[src/rtl/fetch_pkg.sv]
// fetch front end shared definitions
// widths, reset pc, rv32i opcode constants and state/class enums
`default_nettype none

package fetch_pkg;

	typedef logic [31:0] addr_t;      // byte address
	typedef logic [31:0] word_t;      // instruction word
	typedef logic [7:0]  imem_idx_t;  // ram word index, addr bits 9:2

	localparam int    IMEM_WORDS = 256;
	localparam addr_t RESET_PC   = 32'h8000_0000;  // maps to index 0

	// major opcodes, inst[6:0]
	localparam logic [6:0] OPC_LUI      = 7'b0110111;
	localparam logic [6:0] OPC_AUIPC    = 7'b0010111;
	localparam logic [6:0] OPC_JAL      = 7'b1101111;
	localparam logic [6:0] OPC_JALR     = 7'b1100111;
	localparam logic [6:0] OPC_BRANCH   = 7'b1100011;
	localparam logic [6:0] OPC_LOAD     = 7'b0000011;
	localparam logic [6:0] OPC_STORE    = 7'b0100011;
	localparam logic [6:0] OPC_OP_IMM   = 7'b0010011;
	localparam logic [6:0] OPC_OP       = 7'b0110011;
	localparam logic [6:0] OPC_SYSTEM   = 7'b1110011;
	localparam logic [6:0] OPC_MISC_MEM = 7'b0001111;

	// whole-word encodings, all register fields zero
	localparam word_t ECALL_WORD  = {25'h0, OPC_SYSTEM};
	localparam word_t EBREAK_WORD = {12'h001, 13'h0, OPC_SYSTEM};
	localparam word_t MRET_WORD   = {12'h302, 13'h0, OPC_SYSTEM};
	localparam word_t FENCEI_WORD = {17'h0, 3'b001, 5'h0, OPC_MISC_MEM};

	typedef enum logic [2:0] {
		CLS_ALU, CLS_LOAD, CLS_STORE, CLS_BRANCH, CLS_JUMP, CLS_SYSTEM, CLS_ILLEGAL
	} inst_class_t;

	typedef enum logic [1:0] {
		IFU_IDLE, IFU_SETUP, IFU_ACCESS, IFU_HALT
	} ifu_state_t;

endpackage

`default_nettype wire

[src/rtl/apb_rd_if.sv]
// apb read channel, fetch stage master to instruction ram slave
`timescale 1ns/10ps
`default_nettype none

interface apb_rd_if;
	import fetch_pkg::*;

	logic  psel;
	logic  penable;
	addr_t paddr;    // held stable through access phase
	word_t prdata;   // valid with pready
	logic  pready;

	modport master (
		output psel, penable, paddr,
		input  prdata, pready
	);

	modport slave (
		input  psel, penable, paddr,
		output prdata, pready
	);
endinterface

`default_nettype wire

[src/rtl/fetch_dec_if.sv]
// valid/allowin handshake from fetch stage into predecode
`timescale 1ns/10ps
`default_nettype none

interface fetch_dec_if;
	import fetch_pkg::*;

	logic  valid;    // inst/pc meaningful
	logic  allowin;  // predecode can take a word this cycle
	word_t inst;
	addr_t pc;

	modport source (
		output valid, inst, pc,
		input  allowin
	);

	modport sink (
		input  valid, inst, pc,
		output allowin
	);
endinterface

`default_nettype wire

[src/rtl/ifu_stage.sv]
// instruction fetch stage
// keeps the pc, runs apb reads one at a time, drops the response of a
// read overtaken by a flush, and parks one word while predecode is full
`timescale 1ns/10ps
`default_nettype none

module ifu_stage (
	input  logic             clock,
	input  logic             reset,
	fetch_dec_if.source      fetch_if,
	apb_rd_if.master         mem_if,
	input  logic             flush_i,
	input  fetch_pkg::addr_t flush_pc_i,
	input  logic             halt_i
);
	import fetch_pkg::*;

	ifu_state_t state_q;
	ifu_state_t state_d;
	addr_t      pc_q;         // next address to fetch
	addr_t      pc_d;
	addr_t      paddr_q;      // address of the read in flight
	logic       stale_q;      // read in flight belongs to the old path
	logic       done;         // apb transfer ends this cycle
	logic       take;         // ...and its data is wanted
	logic       park;         // wanted data but predecode is full
	logic       buf_valid_q;
	word_t      buf_inst_q;
	addr_t      buf_pc_q;

	assign done = (state_q == IFU_ACCESS) && mem_if.pready;
	assign take = done && !stale_q;
	assign park = take && !fetch_if.allowin && !flush_i;

	// apb pins straight off the state
	assign mem_if.psel    = (state_q == IFU_SETUP) || (state_q == IFU_ACCESS);
	assign mem_if.penable = (state_q == IFU_ACCESS);
	assign mem_if.paddr   = paddr_q;

	// buffered word wins, else the live response passes through
	assign fetch_if.valid = buf_valid_q || take;
	assign fetch_if.inst  = buf_valid_q ? buf_inst_q : mem_if.prdata;
	assign fetch_if.pc    = buf_valid_q ? buf_pc_q : paddr_q;

	// redirect beats sequential advance
	assign pc_d = flush_i ? flush_pc_i : (take ? pc_q + 32'd4 : pc_q);

	always_comb begin
		state_d = state_q;
		case (state_q)
			IFU_IDLE: begin
				if (halt_i)
					state_d = IFU_HALT;
				else if (!buf_valid_q || fetch_if.allowin || flush_i)
					state_d = IFU_SETUP;  // buffer empty or draining now
			end
			IFU_SETUP: state_d = IFU_ACCESS;  // setup is always one cycle
			IFU_ACCESS: begin
				if (mem_if.pready) begin
					if (halt_i)
						state_d = IFU_HALT;
					else if (stale_q || flush_i || fetch_if.allowin)
						state_d = IFU_SETUP;  // back to back read
					else
						state_d = IFU_IDLE;   // word parked, wait for drain
				end
			end
			default: state_d = state_q;  // halted until reset
		endcase
	end

	always_ff @(posedge clock) begin
		if (reset) begin
			state_q     <= IFU_IDLE;
			pc_q        <= RESET_PC;
			stale_q     <= 1'b0;
			buf_valid_q <= 1'b0;
		end else begin
			state_q <= state_d;
			pc_q    <= pc_d;
			// apb cannot abort, so remember to throw the data away
			if (flush_i && (state_q == IFU_SETUP || (state_q == IFU_ACCESS && !mem_if.pready)))
				stale_q <= 1'b1;
			else if (done)
				stale_q <= 1'b0;
			if (flush_i)
				buf_valid_q <= 1'b0;  // parked word is wrong path
			else if (buf_valid_q && fetch_if.allowin)
				buf_valid_q <= 1'b0;
			else if (park)
				buf_valid_q <= 1'b1;
		end
	end

	always_ff @(posedge clock) begin
		if (state_d == IFU_SETUP)
			paddr_q <= pc_d;  // latched on entry to setup
		if (park) begin
			buf_inst_q <= mem_if.prdata;
			buf_pc_q   <= paddr_q;
		end
	end

endmodule

`default_nettype wire

[src/flat_wrapper.sv]
// flat-port wrapper written by rule: the top's interface ports become plain ports
module ifu_stage_flat import fetch_pkg::*;
  (clock, reset, flush_i, flush_pc_i, halt_i, fetch_if_valid, fetch_if_inst, fetch_if_pc, fetch_if_allowin, mem_if_psel, mem_if_penable, mem_if_paddr, mem_if_prdata, mem_if_pready);
  fetch_dec_if fetch_if_i ();
  apb_rd_if mem_if_i ();
  input  logic clock;
  input  logic reset;
  input  logic flush_i;
  input  fetch_pkg::addr_t flush_pc_i;
  input  logic halt_i;
  output wire logic [$bits(fetch_if_i.valid)-1:0] fetch_if_valid;
  output wire logic [$bits(fetch_if_i.inst)-1:0] fetch_if_inst;
  output wire logic [$bits(fetch_if_i.pc)-1:0] fetch_if_pc;
  input wire logic [$bits(fetch_if_i.allowin)-1:0] fetch_if_allowin;
  output wire logic [$bits(mem_if_i.psel)-1:0] mem_if_psel;
  output wire logic [$bits(mem_if_i.penable)-1:0] mem_if_penable;
  output wire logic [$bits(mem_if_i.paddr)-1:0] mem_if_paddr;
  input wire logic [$bits(mem_if_i.prdata)-1:0] mem_if_prdata;
  input wire logic [$bits(mem_if_i.pready)-1:0] mem_if_pready;
  assign fetch_if_valid = fetch_if_i.valid;
  assign fetch_if_inst = fetch_if_i.inst;
  assign fetch_if_pc = fetch_if_i.pc;
  assign fetch_if_i.allowin = fetch_if_allowin;
  assign mem_if_psel = mem_if_i.psel;
  assign mem_if_penable = mem_if_i.penable;
  assign mem_if_paddr = mem_if_i.paddr;
  assign mem_if_i.prdata = mem_if_prdata;
  assign mem_if_i.pready = mem_if_pready;
  ifu_stage u_core (.clock(clock), .reset(reset), .fetch_if(fetch_if_i), .mem_if(mem_if_i), .flush_i(flush_i), .flush_pc_i(flush_pc_i), .halt_i(halt_i));
endmodule
[config.mk]
export PLATFORM = sky130hd
export DESIGN_NAME = ifu_stage_flat
export DESIGN_NICKNAME = d
export VERILOG_FILES = /design/src/rtl/fetch_pkg.sv /design/src/rtl/apb_rd_if.sv /design/src/rtl/fetch_dec_if.sv /design/src/rtl/ifu_stage.sv /design/src/flat_wrapper.sv
export SDC_FILE = /design/constraint.sdc
export NUM_CORES = 1
export LEC_CHECK = 0
export ABC_AREA = 1
export BUFFER_PORTS_ARGS = -buffer_cell sky130_fd_sc_hd__buf_4
export CORE_MARGIN = 1.5
export CORE_UTILIZATION = 50
export DETAILED_ROUTE_END_ITERATION = 8
export PLACE_DENSITY = 0.74
export SLEW_MARGIN = 10
export SYNTH_ARGS = -nofsm -noshare
export SYNTH_HDL_FRONTEND = slang
export SYNTH_SLANG_ARGS = --single-unit
[constraint.sdc]
create_clock -name clock -period 18.55 [get_ports clock]
set_clock_uncertainty 0.05 [all_clocks]
set_input_delay 3.71 -clock clock [delete_from_list [all_inputs] [get_ports clock]]
set_output_delay 3.71 -clock clock [all_outputs]
set_load 0.005 [all_outputs]
* Word-level counts from Yosys, hierarchy flattened
Cells that the tools add are included.
** Storage, ports and cells
- Register bits after elaboration :: 132
- Input port bits :: 70
- Output and inout port bits :: 99
** Operators by class
- Reductions and logical operators :: 22
- Multiplexer cells :: 12
- Add/subtract/negate cells :: 1
- Equal/unequal tests :: 3
** Operators by type and width (count)
- 32-bit two-way mux :: 4
- 32-bit by 3-bit adder with 32-bit output (second input constant) :: 1
- 2-bit two-way mux :: 4
- 1-bit logical AND :: 7
- 1-bit logical OR :: 7
- 2-bit case mux with 3 select lines :: 1
- 1-bit zero test :: 5
- 2-bit by 1-bit == test with 1-bit output (second input constant) :: 2
- 1-bit two-way mux :: 3
- 3-bit OR reduction :: 1
- 2-bit == test (second input constant) :: 1
- 2-bit zero test :: 1
- 2-bit nonzero test :: 1

* Longest topological paths before layout
- Word-level depth :: 7
- Gate-level depth with buffers :: 12
- Gate-level depth less buffers :: 12

* Least setup slack after synthesis
OpenSTA, ideal clock, no wires.
- Kind :: input -> register
- Start point :: in mem_if_pready
- End point :: reg u_core.buf_inst_q[0], enable pin
- Path buffers :: 0
- Required time :: 17934 ps
- Stages :: 4
- Setup time :: 566 ps
- Slack :: 9466 ps
- Arrival :: 8468 ps
- Cells stage by stage :: nand2_2 > nor2_8 > inv_1 > nor3_1
** Between the ends
- Cells in the longest elaborated chain, start to end :: 4
** RTL lines
- start, declared :: line flat_wrapper.sv:19 : input wire logic [$bits(mem_if_i.pready)-1:0] mem_if_pready;
- 1-bit logical AND :: line ifu_stage.sv:31 : assign done = (state_q == IFU_ACCESS) && mem_if.pready;
- 1-bit logical AND :: line ifu_stage.sv:32 : assign take = done && !stale_q;
- 1-bit logical AND (2 in a row) :: line ifu_stage.sv:33 : assign park = take && !fetch_if.allowin && !flush_i;
- net u_core.park :: line ifu_stage.sv:26 : logic park;
- end signal, assigned :: line ifu_stage.sv:99 : buf_inst_q <= mem_if.prdata;
- end, declared :: line ifu_stage.sv:28 : word_t buf_inst_q;
The timed path passes the listed nets, and every way through them passes these cells.
A chain may end at the register's enable or synchronous reset.

* Final worst setup path
- Start point :: in mem_if_pready
- End point :: out fetch_if_valid
** Between the ends
- Cells in the longest elaborated chain, start to end :: 3
** RTL lines
- 1-bit logical AND :: line ifu_stage.sv:31
- 1-bit logical AND :: line ifu_stage.sv:32
- 1-bit logical OR :: line ifu_stage.sv:41 : assign fetch_if.valid = buf_valid_q || take;
- end, declared :: line flat_wrapper.sv:11 : output wire logic [$bits(fetch_if_i.valid)-1:0] fetch_if_valid;
No other way between the ends.

==> flow_results.xml <==
<?xml version="1.0" encoding="UTF-8"?>
<metrics>
  <group name="timing">
    <metric name="grt_setup_unrepaired" unit="">no</metric>
    <metric name="maxSlewViolCount" unit="">0</metric>
    <metric name="timing_worst_slew_pin_value" unit="ns">1.04</metric>
    <metric name="post-route-min-period" unit="ns">8.24</metric>
    <metric name="finalHoldViolations" unit="">0</metric>
    <metric name="final_worst_path_cycle_share" unit="%">44.4</metric>
    <metric name="setup_viol_count_final" unit="">0</metric>
    <metric name="max_freq" unit="GHz">0.121</metric>
    <metric name="relSlewSlack" unit="%">30.6</metric>
    <metric name="total_negative_setup_slacks" unit="ns">0</metric>
  </group>
  <group name="clock_network">
    <metric name="cts_root_buffer" unit="">sky130_fd_sc_hd__clkbuf_16</metric>
    <metric name="clk_transition_reported_paths" unit="ns">0.05</metric>
    <metric name="postCtsSetupBuffers" unit="">0</metric>
    <metric name="tritoncts.num_buffers" unit="">17</metric>
    <metric name="buffer_depth_of_the_longest_clock_path" unit="">2</metric>
    <metric name="cts_sinks" unit="">132</metric>
    <metric name="postCtsResizedCells" unit="">0</metric>
    <metric name="clock_insertion_delay_worst_skew" unit="ns">0.41</metric>
    <metric name="holdBufCountCts" unit="">0</metric>
    <metric name="tritoncts" unit="">built</metric>
    <metric name="clock_tree.htree_level_count" unit="">4</metric>
  </group>
  <group name="synthesis">
    <metric name="netlist.top_cell.by_area" unit="">sky130_fd_sc_hd__edfxtp_1</metric>
    <metric name="netlist_area" unit="sq mm">0.00615</metric>
    <metric name="synth-async-reset-ratio" unit="%">0</metric>
    <metric name="synth_top_cells_by_area" unit="">sky130_fd_sc_hd__edfxtp_1 47%, sky130_fd_sc_hd__nand2_1 21%, sky130_fd_sc_hd__dfxtp_1 12%, sky130_fd_sc_hd__inv_1 3.0%, sky130_fd_sc_hd__nand3_1 2.9%</metric>
    <metric name="synth-main-ff-cell" unit="">sky130_fd_sc_hd__edfxtp_1</metric>
    <metric name="postSynthRegisterBits" unit="">132</metric>
    <metric name="synth_edf_count" unit="">96</metric>
    <metric name="synth_cell_type_count" unit="">31</metric>
    <metric name="yosysWarningCount" unit="">0</metric>
    <metric name="synth.yosys.seq_area_share" unit="%">58.6</metric>
    <metric name="syn_area_per_cell" unit="sq um">8.57</metric>
    <metric name="synth_top_area_share" unit="%">46.9</metric>
    <metric name="synth_common_cells" unit="">340 x sky130_fd_sc_hd__nand2_1, 96 x sky130_fd_sc_hd__edfxtp_1, 49 x sky130_fd_sc_hd__inv_1</metric>
    <metric name="netlist_instances" unit="">718</metric>
    <metric name="yosys.cell_count.top_type" unit="">sky130_fd_sc_hd__nand2_1</metric>
    <metric name="syn_nets" unit="">793</metric>
  </group>
  <group name="power">
    <metric name="static_power_due_to_leakage" unit="uW">0.00372</metric>
    <metric name="power.ir.vdd_worst" unit="mV">0.0562</metric>
    <metric name="pwr_density_cell" unit="mW/mm^2">124</metric>
  </group>
  <group name="route">
    <metric name="drtPass1Iterations" unit="">5</metric>
    <metric name="drt-total-wl" unit="microns">14700</metric>
    <metric name="remaining_drc_errors" unit="">0</metric>
    <metric name="detailroute.via_count" unit="">5237</metric>
    <metric name="top_layer_used" unit="">met4</metric>
    <metric name="wl_per_cell" unit="microns">14.1</metric>
    <metric name="avgViaCountPerCell" unit="">5.03</metric>
    <metric name="ant_nets" unit="">0</metric>
    <metric name="first_iter_violations" unit="">372</metric>
    <metric name="detailroute.wirelength.met2" unit="microns">7300</metric>
    <metric name="metal_1_wl" unit="microns">6450</metric>
    <metric name="route.met3.wl" unit="microns">803</metric>
  </group>
  <group name="place">
    <metric name="io_buffers" unit="">168</metric>
    <metric name="hpwlAfterDp" unit="microns">10200</metric>
    <metric name="routability_congestion_estimate" unit="">0.906</metric>
    <metric name="placedInstanceArea" unit="sq mm">0.00754</metric>
  </group>
  <group name="grt">
    <metric name="first_global_vias" unit="">4840</metric>
    <metric name="grtUsageTotal" unit="%">23.0</metric>
    <metric name="grt_pass1_wl" unit="microns">23300</metric>
    <metric name="global_route.overflow_total" unit="">0</metric>
    <metric name="grt_antenna_before_repair" unit="">0</metric>
    <metric name="grt_start_max_net_pins" unit="">67</metric>
  </group>
  <group name="setup_path">
    <metric name="timing.critical_path.from_type" unit="">input pin</metric>
    <metric name="worst_setup_path_end_kind" unit="">output pin</metric>
    <metric name="cp.required" unit="ns">14.79</metric>
    <metric name="timing.critical_path.fanout_max" unit="">9</metric>
    <metric name="worstPathArrival" unit="ns">4.48</metric>
    <metric name="ff2ff_path_depth" unit="">8</metric>
    <metric name="setup.worst_path.class" unit="">input pin to output pin</metric>
  </group>
  <group name="final_layout">
    <metric name="n_fill_cell" unit="">992</metric>
    <metric name="flow.area_growth_from_synthesis" unit="%">31.8</metric>
    <metric name="antenna_cells" unit="">0</metric>
    <metric name="fin_util" unit="%">67.5</metric>
    <metric name="final_area" unit="sq mm">0.00811</metric>
    <metric name="final_layout_size_suffix_gt1_share" unit="%">25.4</metric>
    <metric name="final_net_count" unit="">958</metric>
  </group>
  <group name="floorplanning">
    <metric name="die_w" unit="microns">114</metric>
    <metric name="core_area" unit="sq mm">0.0120</metric>
    <metric name="num_io_pins" unit="">169</metric>
    <metric name="floorplan.initialDensity" unit="%">51.2</metric>
    <metric name="dieArea" unit="sq mm">0.0130</metric>
    <metric name="dieHeight" unit="microns">114</metric>
    <metric name="row_count" unit="">40</metric>
  </group>
  <group name="run_status">
    <metric name="status" unit="">completed</metric>
  </group>
  <group name="worst_hold_path">
    <metric name="holdCritPathClass" unit="">flip-flop to flip-flop</metric>
    <metric name="min_delay_path_depth" unit="">0</metric>
  </group>
  <group name="flow_run">
    <metric name="maxCapViolations" unit="">0</metric>
  </group>
</metrics>
[metal layers]
layer / vias to the layer above / track usage [%]
li1: 2645 / -
met1: 2414 / 30.1
met2: 163 / 38.4
met3: 15 / 4.78
met4: 0 / 7.67
met5: - / 0
[final timing paths]
path                                startpoint                                end  slack (ns)
max                              mem_if_pready                     fetch_if_valid       10.31
min          u_core.mem_if.paddr[10]$_DFFE_PN_      u_core.buf_pc_q[10]$_DFFE_PP_        0.43
max reg2reg    u_core.buf_valid_q$_SDFFE_PP0P_  u_core.mem_if.paddr[23]$_DFFE_PN_       15.24
min reg2reg  u_core.mem_if.paddr[10]$_DFFE_PN_      u_core.buf_pc_q[10]$_DFFE_PP_        0.43
[flip-flops by register name, summed over array words and instances, names as in the netlist]
| register | cells |
|---|---|
| u_core.pc_q | 32 |
| u_core.state_q | 2 |
| u_core.mem_if.paddr | 32 |
| u_core.buf_valid_q | 1 |
| u_core.buf_pc_q | 32 |
| u_core.buf_inst_q | 32 |
| u_core.stale_q | 1 |
[per-stage QoR]
step                hold WS [ns]  power (uW)  setup WS (ns)  std cells
floorplan                  0.397         522           9.47        718
global placement           0.410         681          10.35       1011
global route               0.437        1050          10.25       1041
detailed placement         0.411         688          10.32       1011
finish                     0.428        1010          10.31       1041
CTS                        0.429        1010          10.31       1041
[area by class of cell]
cell class | count | area, sq um | area share [%]
multi-input combinational | 510 | 2270 | 28.1
clock buffer | 18 | 429 | 5.29
tap | 147 | 184 | 2.27
inverter | 51 | 191 | 2.36
clock inverter | 12 | 140 | 1.73
timing repair buffer | 171 | 1280 | 15.8
sequential | 132 | 3600 | 44.5
[cells in the final DEF, fill, tap and decap left out, types with 5 or more instances in the layout]
master,synthesis,layout
sky130_fd_sc_hd__clkbuf_16,0,17
sky130_fd_sc_hd__or2_2,5,5
sky130_fd_sc_hd__o21ai_0,10,10
sky130_fd_sc_hd__nor2_1,40,40
sky130_fd_sc_hd__nor2_2,6,6
sky130_fd_sc_hd__inv_1,49,48
sky130_fd_sc_hd__nand2_1,340,340
sky130_fd_sc_hd__edfxtp_1,96,96
sky130_fd_sc_hd__nand3_1,36,36
sky130_fd_sc_hd__a21oi_1,28,27
sky130_fd_sc_hd__buf_4,0,171
sky130_fd_sc_hd__dfxtp_1,36,35
sky130_fd_sc_hd__nand4_1,11,11
sky130_fd_sc_hd__ha_1,5,5
[worst max-delay path: stages]
cell	delay (ns)
sky130_fd_sc_hd__buf_4	0.12
sky130_fd_sc_hd__nand2_2	0.13
sky130_fd_sc_hd__nor2_8	0.07
sky130_fd_sc_hd__inv_1	0.18
sky130_fd_sc_hd__nand2_1	0.08
sky130_fd_sc_hd__buf_4	0.18
[kinds of logic (layout without fill, tap and decap cells)]
logic type      Yosys count  in the layout  share of synthesized area (%)
buf+inv                  76            252                           4.70
fa+ha+maj                 5              5                           1.02
xor+xnor                  2              2                          0.285
flops                   132            132                           58.6
simple gates            459            459                           31.7
compound gates           44             44                           3.70
[power breakdown]
part           switching (uW)  internal, uW  leakage, uW
combinational             121           126      0.00226
sequential               39.1           394      0.00119
clock                     118           207     0.000272
total                     278           727      0.00372
(Power assumes the default switching activity.)
