[config.mk]
export PLATFORM = sky130hd
export DESIGN_NAME = predecode_stage_flat
export DESIGN_NICKNAME = d
export VERILOG_FILES = /design/src/rtl/fetch_pkg.sv /design/src/rtl/fetch_dec_if.sv /design/src/rtl/predecode_stage.sv /design/src/flat_wrapper.sv
export SDC_FILE = /design/constraint.sdc
export NUM_CORES = 1
export LEC_CHECK = 0
export BUFFER_PORTS_ARGS = -buffer_cell sky130_fd_sc_hd__buf_4
export CORE_AREA = 2 2 104 106
export DETAILED_ROUTE_END_ITERATION = 6
export DIE_AREA = 0 0 106 108
export PLACE_DENSITY_LB_ADDON = 0.05
export SYNTH_ARGS = -nofsm -noshare
export SYNTH_HDL_FRONTEND = slang
export SYNTH_SLANG_ARGS = --single-unit
[constraint.sdc]
create_clock -name clock -period 8 [get_ports clock]
set_input_delay 0.8 -clock clock [delete_from_list [all_inputs] [get_ports clock]]
set_output_delay 0.8 -clock clock [all_outputs]
set_load 0.05 [all_outputs]
[src/rtl/fetch_pkg.sv]
// fetch front end shared definitions
// widths, reset pc, rv32i opcode constants and state/class enums
`default_nettype none

package fetch_pkg;

	typedef logic [31:0] addr_t;      // byte address
	typedef logic [31:0] word_t;      // instruction word
	typedef logic [7:0]  imem_idx_t;  // ram word index, addr bits 9:2

	localparam int    IMEM_WORDS = 256;
	localparam addr_t RESET_PC   = 32'h8000_0000;  // maps to index 0

	// major opcodes, inst[6:0]
	localparam logic [6:0] OPC_LUI      = 7'b0110111;
	localparam logic [6:0] OPC_AUIPC    = 7'b0010111;
	localparam logic [6:0] OPC_JAL      = 7'b1101111;
	localparam logic [6:0] OPC_JALR     = 7'b1100111;
	localparam logic [6:0] OPC_BRANCH   = 7'b1100011;
	localparam logic [6:0] OPC_LOAD     = 7'b0000011;
	localparam logic [6:0] OPC_STORE    = 7'b0100011;
	localparam logic [6:0] OPC_OP_IMM   = 7'b0010011;
	localparam logic [6:0] OPC_OP       = 7'b0110011;
	localparam logic [6:0] OPC_SYSTEM   = 7'b1110011;
	localparam logic [6:0] OPC_MISC_MEM = 7'b0001111;

	// whole-word encodings, all register fields zero
	localparam word_t ECALL_WORD  = {25'h0, OPC_SYSTEM};
	localparam word_t EBREAK_WORD = {12'h001, 13'h0, OPC_SYSTEM};
	localparam word_t MRET_WORD   = {12'h302, 13'h0, OPC_SYSTEM};
	localparam word_t FENCEI_WORD = {17'h0, 3'b001, 5'h0, OPC_MISC_MEM};

	typedef enum logic [2:0] {
		CLS_ALU, CLS_LOAD, CLS_STORE, CLS_BRANCH, CLS_JUMP, CLS_SYSTEM, CLS_ILLEGAL
	} inst_class_t;

	typedef enum logic [1:0] {
		IFU_IDLE, IFU_SETUP, IFU_ACCESS, IFU_HALT
	} ifu_state_t;

endpackage

`default_nettype wire

[src/rtl/fetch_dec_if.sv]
// valid/allowin handshake from fetch stage into predecode
`timescale 1ns/10ps
`default_nettype none

interface fetch_dec_if;
	import fetch_pkg::*;

	logic  valid;    // inst/pc meaningful
	logic  allowin;  // predecode can take a word this cycle
	word_t inst;
	addr_t pc;

	modport source (
		output valid, inst, pc,
		input  allowin
	);

	modport sink (
		input  valid, inst, pc,
		output allowin
	);
endinterface

`default_nettype wire

[src/rtl/predecode_stage.sv]
// predecode stage, last stage of the front end
// registers the word with its class, resolves the redirect priority
// on accept and latches halt on ebreak
`timescale 1ns/10ps
`default_nettype none

module predecode_stage (
	input  logic                   clock,
	input  logic                   reset,
	fetch_dec_if.sink              fetch_if,
	output logic                   out_valid_o,
	input  logic                   out_ready_i,
	output fetch_pkg::word_t       out_inst_o,
	output fetch_pkg::addr_t       out_pc_o,
	output fetch_pkg::inst_class_t out_class_o,
	input  logic                   branch_taken_i,
	input  fetch_pkg::addr_t       branch_target_i,
	input  logic                   jmp_i,
	input  fetch_pkg::addr_t       jmp_target_i,
	input  logic                   csr_jmp_i,
	input  fetch_pkg::addr_t       csr_pc_i,
	output logic                   flush_o,
	output fetch_pkg::addr_t       flush_pc_o,
	output logic                   halt_o
);
	import fetch_pkg::*;

	logic        valid_q;
	logic        halt_q;     // sticky after ebreak
	word_t       inst_q;
	addr_t       pc_q;
	inst_class_t class_q;
	logic        accept;     // execute takes the word this edge
	logic        redirect;
	logic        is_ebreak;
	logic        kill;       // word here ends the current path
	logic        load;

	// supported subset check, anything else is illegal
	function automatic inst_class_t classify(input word_t w);
		logic [2:0]  f3;
		logic [6:0]  f7;
		inst_class_t cls;
		f3 = w[14:12];
		f7 = w[31:25];
		case (w[6:0])
			OPC_LUI, OPC_AUIPC, OPC_OP: cls = CLS_ALU;
			OPC_OP_IMM: begin
				if (f3 == 3'b001)
					cls = (f7 == 7'h00) ? CLS_ALU : CLS_ILLEGAL;  // slli
				else if (f3 == 3'b101)
					cls = (f7 == 7'h00 || f7 == 7'h20) ? CLS_ALU : CLS_ILLEGAL;
				else
					cls = CLS_ALU;
			end
			OPC_LOAD:   cls = (f3 inside {3'd0, 3'd1, 3'd2, 3'd4, 3'd5}) ? CLS_LOAD : CLS_ILLEGAL;
			OPC_STORE:  cls = (f3 <= 3'd2) ? CLS_STORE : CLS_ILLEGAL;  // sb sh sw
			OPC_BRANCH: cls = CLS_BRANCH;
			OPC_JAL:    cls = CLS_JUMP;
			OPC_JALR:   cls = (f3 == 3'd0) ? CLS_JUMP : CLS_ILLEGAL;
			OPC_SYSTEM: cls = (f3 == 3'd1 || f3 == 3'd2) ? CLS_SYSTEM : CLS_ILLEGAL;  // csrrw csrrs
			default:    cls = CLS_ILLEGAL;
		endcase
		// exact encodings override the opcode rule
		if (w == ECALL_WORD || w == EBREAK_WORD || w == MRET_WORD || w == FENCEI_WORD)
			cls = CLS_SYSTEM;
		return cls;
	endfunction

	assign accept    = valid_q && out_ready_i;
	assign redirect  = branch_taken_i || jmp_i || csr_jmp_i;
	assign is_ebreak = (inst_q == EBREAK_WORD);
	assign kill      = accept && (redirect || is_ebreak);

	// refuse the next word when this one flushes or halts
	assign fetch_if.allowin = !halt_q && !kill && (!valid_q || out_ready_i);
	assign load = fetch_if.valid && fetch_if.allowin;

	assign flush_o    = accept && redirect;
	assign flush_pc_o = branch_taken_i ? branch_target_i :
	                    (jmp_i ? jmp_target_i : csr_pc_i);  // branch > jump > csr
	assign halt_o     = halt_q;

	always_ff @(posedge clock) begin
		if (reset) begin
			valid_q <= 1'b0;
			halt_q  <= 1'b0;
		end else begin
			if (accept && is_ebreak)
				halt_q <= 1'b1;
			if (load)
				valid_q <= 1'b1;
			else if (accept)
				valid_q <= 1'b0;  // also empties on flush
		end
	end

	always_ff @(posedge clock) begin
		if (load) begin
			inst_q  <= fetch_if.inst;
			pc_q    <= fetch_if.pc;
			class_q <= classify(fetch_if.inst);
		end
	end

	assign out_valid_o = valid_q;
	assign out_inst_o  = inst_q;
	assign out_pc_o    = pc_q;
	assign out_class_o = class_q;

endmodule

`default_nettype wire

[src/flat_wrapper.sv]
// flat-port wrapper written by rule: the top's interface ports become plain ports
module predecode_stage_flat import fetch_pkg::*;
  (clock, reset, out_valid_o, out_ready_i, out_inst_o, out_pc_o, out_class_o, branch_taken_i, branch_target_i, jmp_i, jmp_target_i, csr_jmp_i, csr_pc_i, flush_o, flush_pc_o, halt_o, fetch_if_valid, fetch_if_inst, fetch_if_pc, fetch_if_allowin);
  fetch_dec_if fetch_if_i ();
  input  logic clock;
  input  logic reset;
  output logic out_valid_o;
  input  logic out_ready_i;
  output fetch_pkg::word_t out_inst_o;
  output fetch_pkg::addr_t out_pc_o;
  output fetch_pkg::inst_class_t out_class_o;
  input  logic branch_taken_i;
  input  fetch_pkg::addr_t branch_target_i;
  input  logic jmp_i;
  input  fetch_pkg::addr_t jmp_target_i;
  input  logic csr_jmp_i;
  input  fetch_pkg::addr_t csr_pc_i;
  output logic flush_o;
  output fetch_pkg::addr_t flush_pc_o;
  output logic halt_o;
  input wire logic [$bits(fetch_if_i.valid)-1:0] fetch_if_valid;
  input wire logic [$bits(fetch_if_i.inst)-1:0] fetch_if_inst;
  input wire logic [$bits(fetch_if_i.pc)-1:0] fetch_if_pc;
  output wire logic [$bits(fetch_if_i.allowin)-1:0] fetch_if_allowin;
  assign fetch_if_i.valid = fetch_if_valid;
  assign fetch_if_i.inst = fetch_if_inst;
  assign fetch_if_i.pc = fetch_if_pc;
  assign fetch_if_allowin = fetch_if_i.allowin;
  predecode_stage u_core (.clock(clock), .reset(reset), .fetch_if(fetch_if_i), .out_valid_o(out_valid_o), .out_ready_i(out_ready_i), .out_inst_o(out_inst_o), .out_pc_o(out_pc_o), .out_class_o(out_class_o), .branch_taken_i(branch_taken_i), .branch_target_i(branch_target_i), .jmp_i(jmp_i), .jmp_target_i(jmp_target_i), .csr_jmp_i(csr_jmp_i), .csr_pc_i(csr_pc_i), .flush_o(flush_o), .flush_pc_o(flush_pc_o), .halt_o(halt_o));
endmodule
### After elaboration in Yosys (flattened, before gate mapping)

Index checks and enable logic that the tools add are counted.

* input bits: 167
* logic and storage cells: 63
* output and inout port bits: 103
* register bits after elaboration: 69

* equality and inequality tests: 20
* reduce and logical (&&, ||, !) cells: 24
* $lt $le $gt $ge: 1
* mux-type cells: 13

Operators with widths (number)
* == test 32 x 21 -> 1 bit (second input constant): 2
* 2-to-1 mux 32 bit: 2
* == test 32 x 13 -> 1 bit (second input constant): 1
* == test 32 x 30 -> 1 bit (second input constant): 1
* == test 32 x 7 -> 1 bit (second input constant): 1
* == test 7 x 6 -> 1 bit (second input constant): 4
* == test 7 bit (second input constant): 4
* case mux 3 bit (8 select lines): 1
* 2-to-1 mux 3 bit: 6
* == test 7 x 5 -> 1 bit (second input constant): 2
* logical OR 1 bit: 9
* == test 7 x 2 -> 1 bit (second input constant): 1
* logical AND 1 bit: 7
* zero test 7 bit: 1
* == test 3 bit (second input constant): 2
* nonzero test 5 bit: 1
* 2-to-1 mux 2 bit: 2
* == test 3 x 1 -> 1 bit (second input constant): 1
* == test 3 x 2 -> 1 bit (second input constant): 1
* <= comparator 3 x 2 -> 1 bit (second input constant): 1
* zero test 1 bit: 3
* zero test 3 bit: 1
* OR reduction 3 bit: 1
* 2-to-1 mux 1 bit: 2
* nonzero test 2 bit: 1

### Longest topological paths before layout

Gate-level depths: netlist of the first run.

* depth in word-level cells: 9
* depth in mapped cells: 5
* depth with buffers taken out: 4

### Worst setup path after synthesis of the first run

OpenSTA, ideal clock, no wires.

* path kind: input to register
* start: input jmp_i
* end: register u_core.class_q[0], in the netlist u_core.out_class_o[0] (enable)
* data arrival time: 6.168 ns
* setup slack: 1.258 ns
* path buffers: 1
* library setup time: 0.574 ns
* data required time: 7.426 ns
* stages on the path: 3
* path through: clkbuf_1 o311a_1 nor3_1

* word-level cells in the longest chain between the ends: 8

RTL lines
* start: declaration: line flat_wrapper.sv:14 `input logic jmp_i;`
* logical OR 1 bit (2 in a row): line predecode_stage.sv:71 `assign redirect = branch_taken_i || jmp_i || csr_jmp_i;`
* logical OR 1 bit: line predecode_stage.sv:73 `assign kill = accept && (redirect || is_ebreak);`
* logical AND 1 bit: line predecode_stage.sv:73
* zero test 1 bit: line predecode_stage.sv:76 `assign fetch_if.allowin = !halt_q && !kill && (!valid_q || out_ready_i);`
* logical AND 1 bit (2 in a row): line predecode_stage.sv:76
* logical AND 1 bit: line predecode_stage.sv:77 `assign load = fetch_if.valid && fetch_if.allowin;`
* net u_core.load: line predecode_stage.sv:37 `logic load;`
* end signal: assignment: line predecode_stage.sv:102 `class_q <= classify(fetch_if.inst);`
* end: declaration: line predecode_stage.sv:32 `inst_class_t class_q;`

The timed path passes the listed nets, and every way through them passes these cells.
A chain may end at the register's enable or synchronous reset.

### Worst setup path after layout of the first run

* start: register u_core.inst_q[3], in the netlist u_core.out_inst_o[3]
* end: output fetch_if_allowin

* word-level cells in the longest chain between the ends: 6

RTL lines
* start: declaration: line predecode_stage.sv:30 `word_t inst_q;`
* start signal: assignment: line predecode_stage.sv:100 `inst_q <= fetch_if.inst;`
* == test 32 x 21 -> 1 bit: line predecode_stage.sv:72 `assign is_ebreak = (inst_q == EBREAK_WORD);`
* logical OR 1 bit: line predecode_stage.sv:73
* logical AND 1 bit: line predecode_stage.sv:73
* zero test 1 bit: line predecode_stage.sv:76
* logical AND 1 bit (2 in a row): line predecode_stage.sv:76
* end: declaration: line flat_wrapper.sv:24 `output wire logic [$bits(fetch_if_i.allowin)-1:0] fetch_if_allowin;`

Every way passes these cells.

==> results of run 1 <==
## stage by stage
stage,worst slack (ns),total power [mW],hold WS [ns]
floorplan,1.26,0.629,0.764
global placement,5.10,0.765,0.575
detailed placement,5.04,0.768,0.570
CTS,5.00,1.13,0.581
global route,4.92,1.16,0.595
finish,5.07,1.11,0.580
## how the worst min path moves through the flow
stage | endpoint | cells after the start
floorplan | u_core.out_valid_o | 2
global placement | u_core.out_valid_o | 2
detailed placement | u_core.out_valid_o | 2
CTS | u_core.out_valid_o | 2
global route | u_core.out_pc_o[11] | 1
finish | u_core.out_valid_o | 2
## cells in the mapped netlist, drive strengths merged, types with 2 or more instances
cell type	number	share of area
nor4b	4	0.015
nand3b	2	0.0046
or3	2	0.0042
a21oi	3	0.0046
edfxtp	67	0.62
nor2	3	0.0034
dfxtp	2	0.012
o211ai	2	0.0046
nor3b	3	0.0069
inv	2	0.0023
nor4	8	0.015
nor2b	2	0.0038
clkbuf	10	0.011
nor3	4	0.0061
o21ai	35	0.054
nand3	4	0.0061
o31ai	2	0.0046
nand4	2	0.0038
nor4bb	2	0.0061
nand2b	4	0.0076
nand2	34	0.039
or4	2	0.0057
nand4b	3	0.0080
buf	5	0.011
mux2i	33	0.10
## metal layers
| metal | global-route usage | routed length, um |
|---|---|---|
| met5 | 0 | 0 |
| met4 | 0.0555 | 187 |
| met3 | 0.0705 | 934 |
| met2 | 0.383 | 6820 |
| met1 | 0.212 | 4180 |
## sequential cells by signal (all words and copies together) (netlist names)
signal and cells:
u_core.halt_o 1, u_core.out_pc_o 32, u_core.out_class_o 3, u_core.out_inst_o 32, u_core.out_valid_o 1
## worst max-delay path: stages (launching register included)
cell and delay, ns:
edfxtp_1 0.39, nor4bb_1 0.41, nand4_1 0.21, o31ai_1 0.44, nor3b_1 0.12, buf_4 0.22
## where the power goes
| group | internal [mW] | switching, mW | leakage [nW] |
|---|---|---|---|
| logic | 0.117 | 0.205 | 1.74 |
| clock network | 0.212 | 0.144 | 0.126 |
| registers | 0.426 | 0.00970 | 0.655 |
| total | 0.755 | 0.358 | 2.52 |
## layout make-up
class	instances	area, um2	share of cell area
Clock buffer	9	124	0.0219
Clock inverter	7	128	0.0226
Inverter	2	7.51	0.00133
Multi-Input combinational cell	170	1140	0.202
Sequential cell	69	2050	0.363
Tap cell	136	170	0.0301
Timing Repair Buffer	270	2030	0.359
## cells by family (layout without fill, tap and decap cells)
logic type | count (synthesis) | in the layout | synth area share
AND/OR/NAND/NOR | 84 | 84 | 0.149
multiplexers | 33 | 33 | 0.101
flip-flops | 69 | 69 | 0.627
AO/OA/AOI/OAI | 53 | 53 | 0.0976
buffers and inverters | 17 | 288 | 0.0252
==> impl_metrics.json, run 1 <==
{
  "drv_slew": 0,
  "tritoncts": "yes",
  "fin_nets": 689,
  "grt_max_degree": 66,
  "worst_slew_pin_slew_ns": 0.822,
  "synth_area_um2": 3270,
  "synthesis.nets": 423,
  "slew-limit-headroom": 0.452,
  "synth_edf_count": 67,
  "core_um2": 10200,
  "postPlaceCellArea_um2": 5400,
  "dieArea_um2": 11400,
  "cts-hold-fix-buffers": 0,
  "worstSetupStartpointType": "flop",
  "reg2regPathDepth": 5,
  "synth_area_per_cell_um2": 12.8,
  "finalClockSkew_ns": 0.0133,
  "syn-instance-count": 256,
  "areaGrowthSynthToFinish_pct": 72.7,
  "regToRegSetupSlack_ns": 5.66,
  "power_density_nw_per_um2": 197,
  "first_pass_iters": 4,
  "diodes": 0,
  "ys_warn_count": 0,
  "hold_path_class": "flop to flop",
  "cts.clk_slew.worst_paths_ns": 0.08,
  "gr-usage-all-layers": 0.202,
  "cp_max_fo": 3,
  "required_ns": 7.20,
  "synth_top_flop_cell": "edfxtp_1",
  "drv_cap": 0,
  "run_status": "completed",
  "dp.cells": 647,
  "cts.htree.levels": 3,
  "post_cts_buffers": 0,
  "ys_seq_area_frac": 0.627,
  "yosys_register_bits": 69,
  "timing.fmax_mhz": 342,
  "wl_per_cell_um": 18.3,
  "layout_min_cycle_time_ns": 2.93,
  "crit_type": "flop to output port",
  "post_drt_via_cell_ratio": 4.79,
  "portBuffers": 269,
  "final.setup.tns_ns": 0,
  "critPathLaunch": "u_core.out_inst_o[3]",
  "wl_um": 12100,
  "die_w_um": 106,
  "ios": 270,
  "grt_pass1_vias": 3052,
  "layout_commonest_cell": "buf_4",
  "rsz0062_at_grt": "no",
  "start_util": 0.320,
  "end_kind": "output port",
  "final_cell_mix": "270 x buf_4, 67 x edfxtp_1, 35 x o21ai_0, 34 x nand2_1, 33 x mux2i_1",
  "fin_crit_sh": 0.366,
  "crit_arrival_ns": 2.13,
  "finalNonFillerCells": 663,
  "min_from": "u_core.out_valid_o",
  "worstReg2RegEnd": "u_core.out_inst_o[18]",
  "ys_types": 45,
  "cts_resized": 0,
  "clock_sinks": 69,
  "setup_violations": 0,
  "cts_buffers": 9,
  "critPathCapture": "fetch_if_allowin",
  "overflow": 0,
  "antenna_left": 0,
  "antenna_found_initial": 0,
  "insertion_delay_ns": 0.34,
  "cts_buffer_depth": 2,
  "stdcell_area_um2": 5650,
  "async_flop_share": 0,
  "dr.first_iter.drc_count": 161,
  "die_height_um": 108,
  "rows": 37,
  "fillerInstances": 927,
  "drive_gt1_frac": 0.558,
  "vdd_drop_max_mv": 0.0871,
  "p_leak_nw": 2.52,
  "grt_pass1_wl_um": 17400,
  "clock-root-buffer": "clkbuf_8",
  "r2r_start": "u_core.out_inst_o[3]",
  "fin_util": 0.552,
  "route.detailed.drc": 0,
  "via_count": 3177,
  "hold_viol": 0,
  "routabilityCongestion": 0.903,
  "hpwl_um": 9710
}
(Power assumes the default switching activity.)
==> run 2, diff against run 1 <==
Settings changed: CORE_AREA 2 2 104 106 to 2 2 106 108, DIE_AREA 0 0 106 108 to 0 0 108 110.
Clock period 8 ns to 2.5 ns, I/O delays scaled along.
==> run 2 against run 1 <==
Worst hold slack worse by 0.51 ns. Cell count is 1.1% higher. Utilization is 1.9 points lower. Die area is 3.8% higher. Highest routed layer unchanged.
==> impl_metrics.json, run 2 (synthesis results as in run 1) <==
{
  "crit_family": "simple AND/OR/NAND/NOR gates",
  "final_cell_mix": "271 x buf_4, 67 x edfxtp_1, 35 x o21ai_0, 34 x nand2_1, 33 x mux2i_1",
  "layout_setup_ws_ns": 0.209,
  "hold_path_class": "input pin to flop",
  "ios": 270,
  "p_leak_nw": 2.54,
  "crit_arrival_ns": 2.04,
  "drv_cap": 0,
  "dr.first_iter.drc_count": 160,
  "p_total_mw": 3.47,
  "path_depth": 5,
  "post_drt_via_cell_ratio": 4.75,
  "drv_slew": 0,
  "wl_um": 12200,
  "end_kind": "output port",
  "cts_buffers": 9,
  "via_count": 3181,
  "layout_commonest_cell": "buf_4",
  "gr-usage-all-layers": 0.188,
  "hold_viol": 0,
  "first_pass_iters": 4,
  "routabilityCongestion": 0.868,
  "cp_max_fo": 3,
  "hpwl_um": 10000,
  "die_w_um": 108,
  "postPlaceCellArea_um2": 5470,
  "vdd_drop_max_mv": 0.251,
  "route.detailed.drc": 0,
  "rsz0062_at_grt": "no",
  "run_status": "completed",
  "finalNonFillerCells": 670,
  "critPathMaxStageDelay_ns": 0.40,
  "required_ns": 2.25,
  "crit_type": "flop to output port",
  "reg2regPathDepth": 5,
  "regToRegSetupSlack_ns": 0.30,
  "slew-limit-headroom": 0.338,
  "antenna_found_initial": 0,
  "drive_gt1_frac": 0.566,
  "insertion_delay_ns": 0.34,
  "critPathLaunch": "u_core.out_inst_o[2]",
  "dieArea_um2": 11900,
  "areaGrowthSynthToFinish_pct": 74.5,
  "overflow": 0,
  "rows": 38,
  "grt_max_degree": 65,
  "cp_slowest_cell": "edfxtp_1",
  "power_density_nw_per_um2": 608,
  "wl_per_cell_um": 18.2,
  "stdcell_area_um2": 5710,
  "timing.fmax_mhz": 436,
  "tritoncts": "yes",
  "cts.htree.levels": 3,
  "post_cts_buffers": 0,
  "core_um2": 10700,
  "finalClockSkew_ns": 0.0104,
  "fillerInstances": 967,
  "clock_sinks": 69,
  "r2r_start": "u_core.out_inst_o[20]",
  "layout_min_cycle_time_ns": 2.29,
  "cts.clk_slew.worst_paths_ns": 0.08,
  "pre_cts_ws_ns": 0.224,
  "critPathCapture": "fetch_if_allowin",
  "worstSetupStartpointType": "flop",
  "fin_crit_sh": 0.916,
  "setup_violations": 0,
  "worstReg2RegEnd": "u_core.out_inst_o[18]",
  "portBuffers": 269,
  "crit_chain": "nor4bb_1 -> nand4_1 -> o31ai_4 -> nor3b_1 -> buf_4",
  "clock-root-buffer": "clkbuf_8",
  "grt_pass1_wl_um": 16400,
  "fin_nets": 692,
  "diodes": 0,
  "dp.cells": 654,
  "worst_slew_pin_slew_ns": 0.990,
  "antenna_left": 0,
  "grt_pass1_vias": 2891,
  "start_util": 0.306,
  "cp_num_buf_inv": 1,
  "cts_buffer_depth": 2,
  "die_height_um": 110
}
==> run 2: worst min path at each step <==
stage	start	depth (start not counted)	to
2_1_floorplan	reset	1	u_core.halt_o
3_3_place_gp	fetch_if_pc[1]	1	u_core.out_pc_o[1]
3_5_place_dp	fetch_if_pc[16]	1	u_core.out_pc_o[16]
4_1_cts	reset	2	u_core.halt_o
5_1_grt	fetch_if_pc[12]	1	u_core.out_pc_o[12]
6_report	reset	2	u_core.halt_o
==> run 2: stage by stage <==
step,utilization,setup TNS [ns],hold WS (ns)
floorplan,-,-39.88,0.322
global placement,0.511,0,0.428
global route,0.534,0,0.0446
finish,0.534,0,0.0725
CTS,0.533,0,0.0579
detailed placement,0.511,0,0.429
==> run 2: power breakdown <==
part / internal, mW / leakage [nW] / total (mW) / switching (mW)
Combinational: 0.388 / 1.77 / 1.05 / 0.663
Clock: 0.579 / 0.116 / 1.03 / 0.450
Sequential: 1.36 / 0.655 / 1.39 / 0.0302
Total: 2.33 / 2.54 / 3.47 / 1.14
==> run 2: what timing repair did <==
item / CTS / global route
hold buffers: 0 / 0
resized for setup: 0 / 1
endpoints found under the setup margin: 0 / 1
==> run 2: area by class of cell <==
type,count,area [um2],area share
timing repair buffer,273,2070,0.363
clock buffer,9,124,0.0217
tap,140,175,0.0307
clock inverter,7,106,0.0186
sequential,69,2050,0.359
inverter,2,7.51,0.00132
multi-input combinational,170,1170,0.205
==> run 2: routing by layer <==
metal | routed length [um] | share of wire | global-route usage
met1 | 4200 | 0.34 | 0.197
met2 | 6630 | 0.54 | 0.350
met3 | 1160 | 0.095 | 0.0729
met4 | 199 | 0.016 | 0.0540
met5 | 0 | 0 | 0
==> run 3, diff against run 2 <==
Settings changed: PLACE_DENSITY set to 0.68, PLACE_DENSITY_LB_ADDON 0.05 to unset.
==> run 3 against run 2 <==
Global-route usage fell by 0.23 points. Register-to-register slack better by 0.19 ns. Combinational power is essentially flat. Sequential cell count is the same. Setup slack got worse by 0.0035 ns.
==> impl_metrics.json, run 3 (synthesis results as in run 1) <==
{
  "layout_min_cycle_time_ns": 2.29,
  "hold_viol": 0,
  "end_kind": "output port",
  "cts.clk_slew.worst_paths_ns": 0.08,
  "dp.cells": 653,
  "cts_resized": 0,
  "rsz0062_at_grt": "no",
  "wl_um": 12100,
  "clock-root-buffer": "clkbuf_8",
  "power_density_nw_per_um2": 607,
  "cp_max_fo": 3,
  "routabilityCongestion": 0.884,
  "rows": 38,
  "fillerInstances": 927,
  "run_status": "completed",
  "finalClockSkew_ns": 0.0146,
  "drv_cap": 0,
  "wl_per_cell_um": 18.0,
  "die_w_um": 108,
  "fin_util": 0.531,
  "gr-usage-all-layers": 0.186,
  "cts.htree.levels": 3,
  "worstSetupStartpointType": "flop",
  "critPathMaxStageDelay_ns": 0.41,
  "grt_pass1_wl_um": 16300,
  "antenna_found_initial": 3,
  "post_cts_buffers": 0,
  "start_util": 0.306,
  "insertion_delay_ns": 0.34,
  "postPlaceCellArea_um2": 5450,
  "stdcell_area_um2": 5680,
  "grt_pass1_vias": 2947,
  "grt_max_degree": 68,
  "via_count": 3190,
  "fin_nets": 691,
  "diodes": 0,
  "cts_buffer_depth": 2,
  "slew-limit-headroom": 0.701,
  "setup_violations": 0,
  "timing.fmax_mhz": 436,
  "die_height_um": 110,
  "crit_type": "flop to output port",
  "cts_buffers": 9,
  "drv_slew": 0,
  "ios": 270,
  "layout_commonest_cell": "buf_4",
  "cp_num_buf_inv": 1,
  "core_um2": 10700,
  "cts-hold-fix-buffers": 0,
  "post_drt_via_cell_ratio": 4.77,
  "dieArea_um2": 11900,
  "p_leak_nw": 2.52,
  "areaGrowthSynthToFinish_pct": 73.6,
  "cp_slowest_cell": "edfxtp_1",
  "holdWs_ns": 0.0739,
  "vdd_drop_max_mv": 0.468,
  "crit_arrival_ns": 2.04,
  "final_cell_mix": "271 x buf_4, 67 x edfxtp_1, 35 x o21ai_0, 34 x nand2_1, 33 x mux2i_1",
  "tritoncts": "yes",
  "antenna_left": 0,
  "crit_family": "simple AND/OR/NAND/NOR gates",
  "portBuffers": 269,
  "final.setup.tns_ns": 0,
  "hpwl_um": 9850,
  "worst_slew_pin_slew_ns": 0.449,
  "overflow": 0,
  "hold_path_class": "input pin to flop",
  "drive_gt1_frac": 0.563,
  "crit_chain": "nor4_1 -> nand4_1 -> o31ai_4 -> nor3b_1 -> buf_4",
  "required_ns": 2.25,
  "fin_crit_sh": 0.918,
  "clock_sinks": 69,
  "route.detailed.drc": 0,
  "first_pass_iters": 4,
  "finalNonFillerCells": 669,
  "dr.first_iter.drc_count": 179
}
[run 3: changes by cell type in the layout (fill, tap and decap cells not counted)]
| cell | delta |
|---|---|
| clkbuf_1 | +1 |
| buf_12 | -1 |
| clkinv_4 | -1 |
| inv_8 | -1 |
| clkinvlp_4 | +1 |
[run 3: worst paths after layout]
check | start | endpoint | slack [ns] | depth (start not counted)
worst max-delay path | u_core.out_inst_o[8] | fetch_if_allowin | 0.21 | 5
worst max register to register | u_core.out_inst_o[8] | u_core.out_pc_o[5] | 0.49 | 5
worst min-delay path | fetch_if_pc[8] | u_core.out_pc_o[8] | 0.07 | 1
worst min register to register | u_core.out_valid_o | u_core.out_valid_o | 0.59 | 2
[run 3: layout make-up]
cell class / count / area, um2 / share of cell area
clock buffers: 10 / 128 / 0.0225
repair buffers: 272 / 2050 / 0.362
clock inverters: 6 / 93.8 / 0.0165
inverters: 2 / 7.51 / 0.00132
well taps: 140 / 175 / 0.0308
flip-flops and latches: 69 / 2050 / 0.361
multi-input cells: 170 / 1170 / 0.206
[run 3: metal layers]
layer | GRT usage | part of all wire | vias to the layer above | wire length [um]
met5 | 0 | 0.0031 | - | 37
met4 | 0.0458 | 0.016 | 6 | 194
met3 | 0.0841 | 0.11 | 23 | 1320
met2 | 0.339 | 0.52 | 167 | 6310
met1 | 0.196 | 0.35 | 1461 | 4220
li1 | - | - | 1533 | -
[run 3: metrics by stage]
step | total power [mW] | setup slack (ns)
final | 3.45 | 0.205
after global routing | 3.56 | 0.00338
after CTS | 3.47 | 0.153
after detailed placement | 2.47 | 0.497
after global placement | 2.46 | 0.538
after floorplan | 2.01 | -0.595
[run 3: report_power, final]
part / switching (mW) / internal (mW)
sequential: 0.0294 / 1.36
clock: 0.441 / 0.571
combinational: 0.660 / 0.382
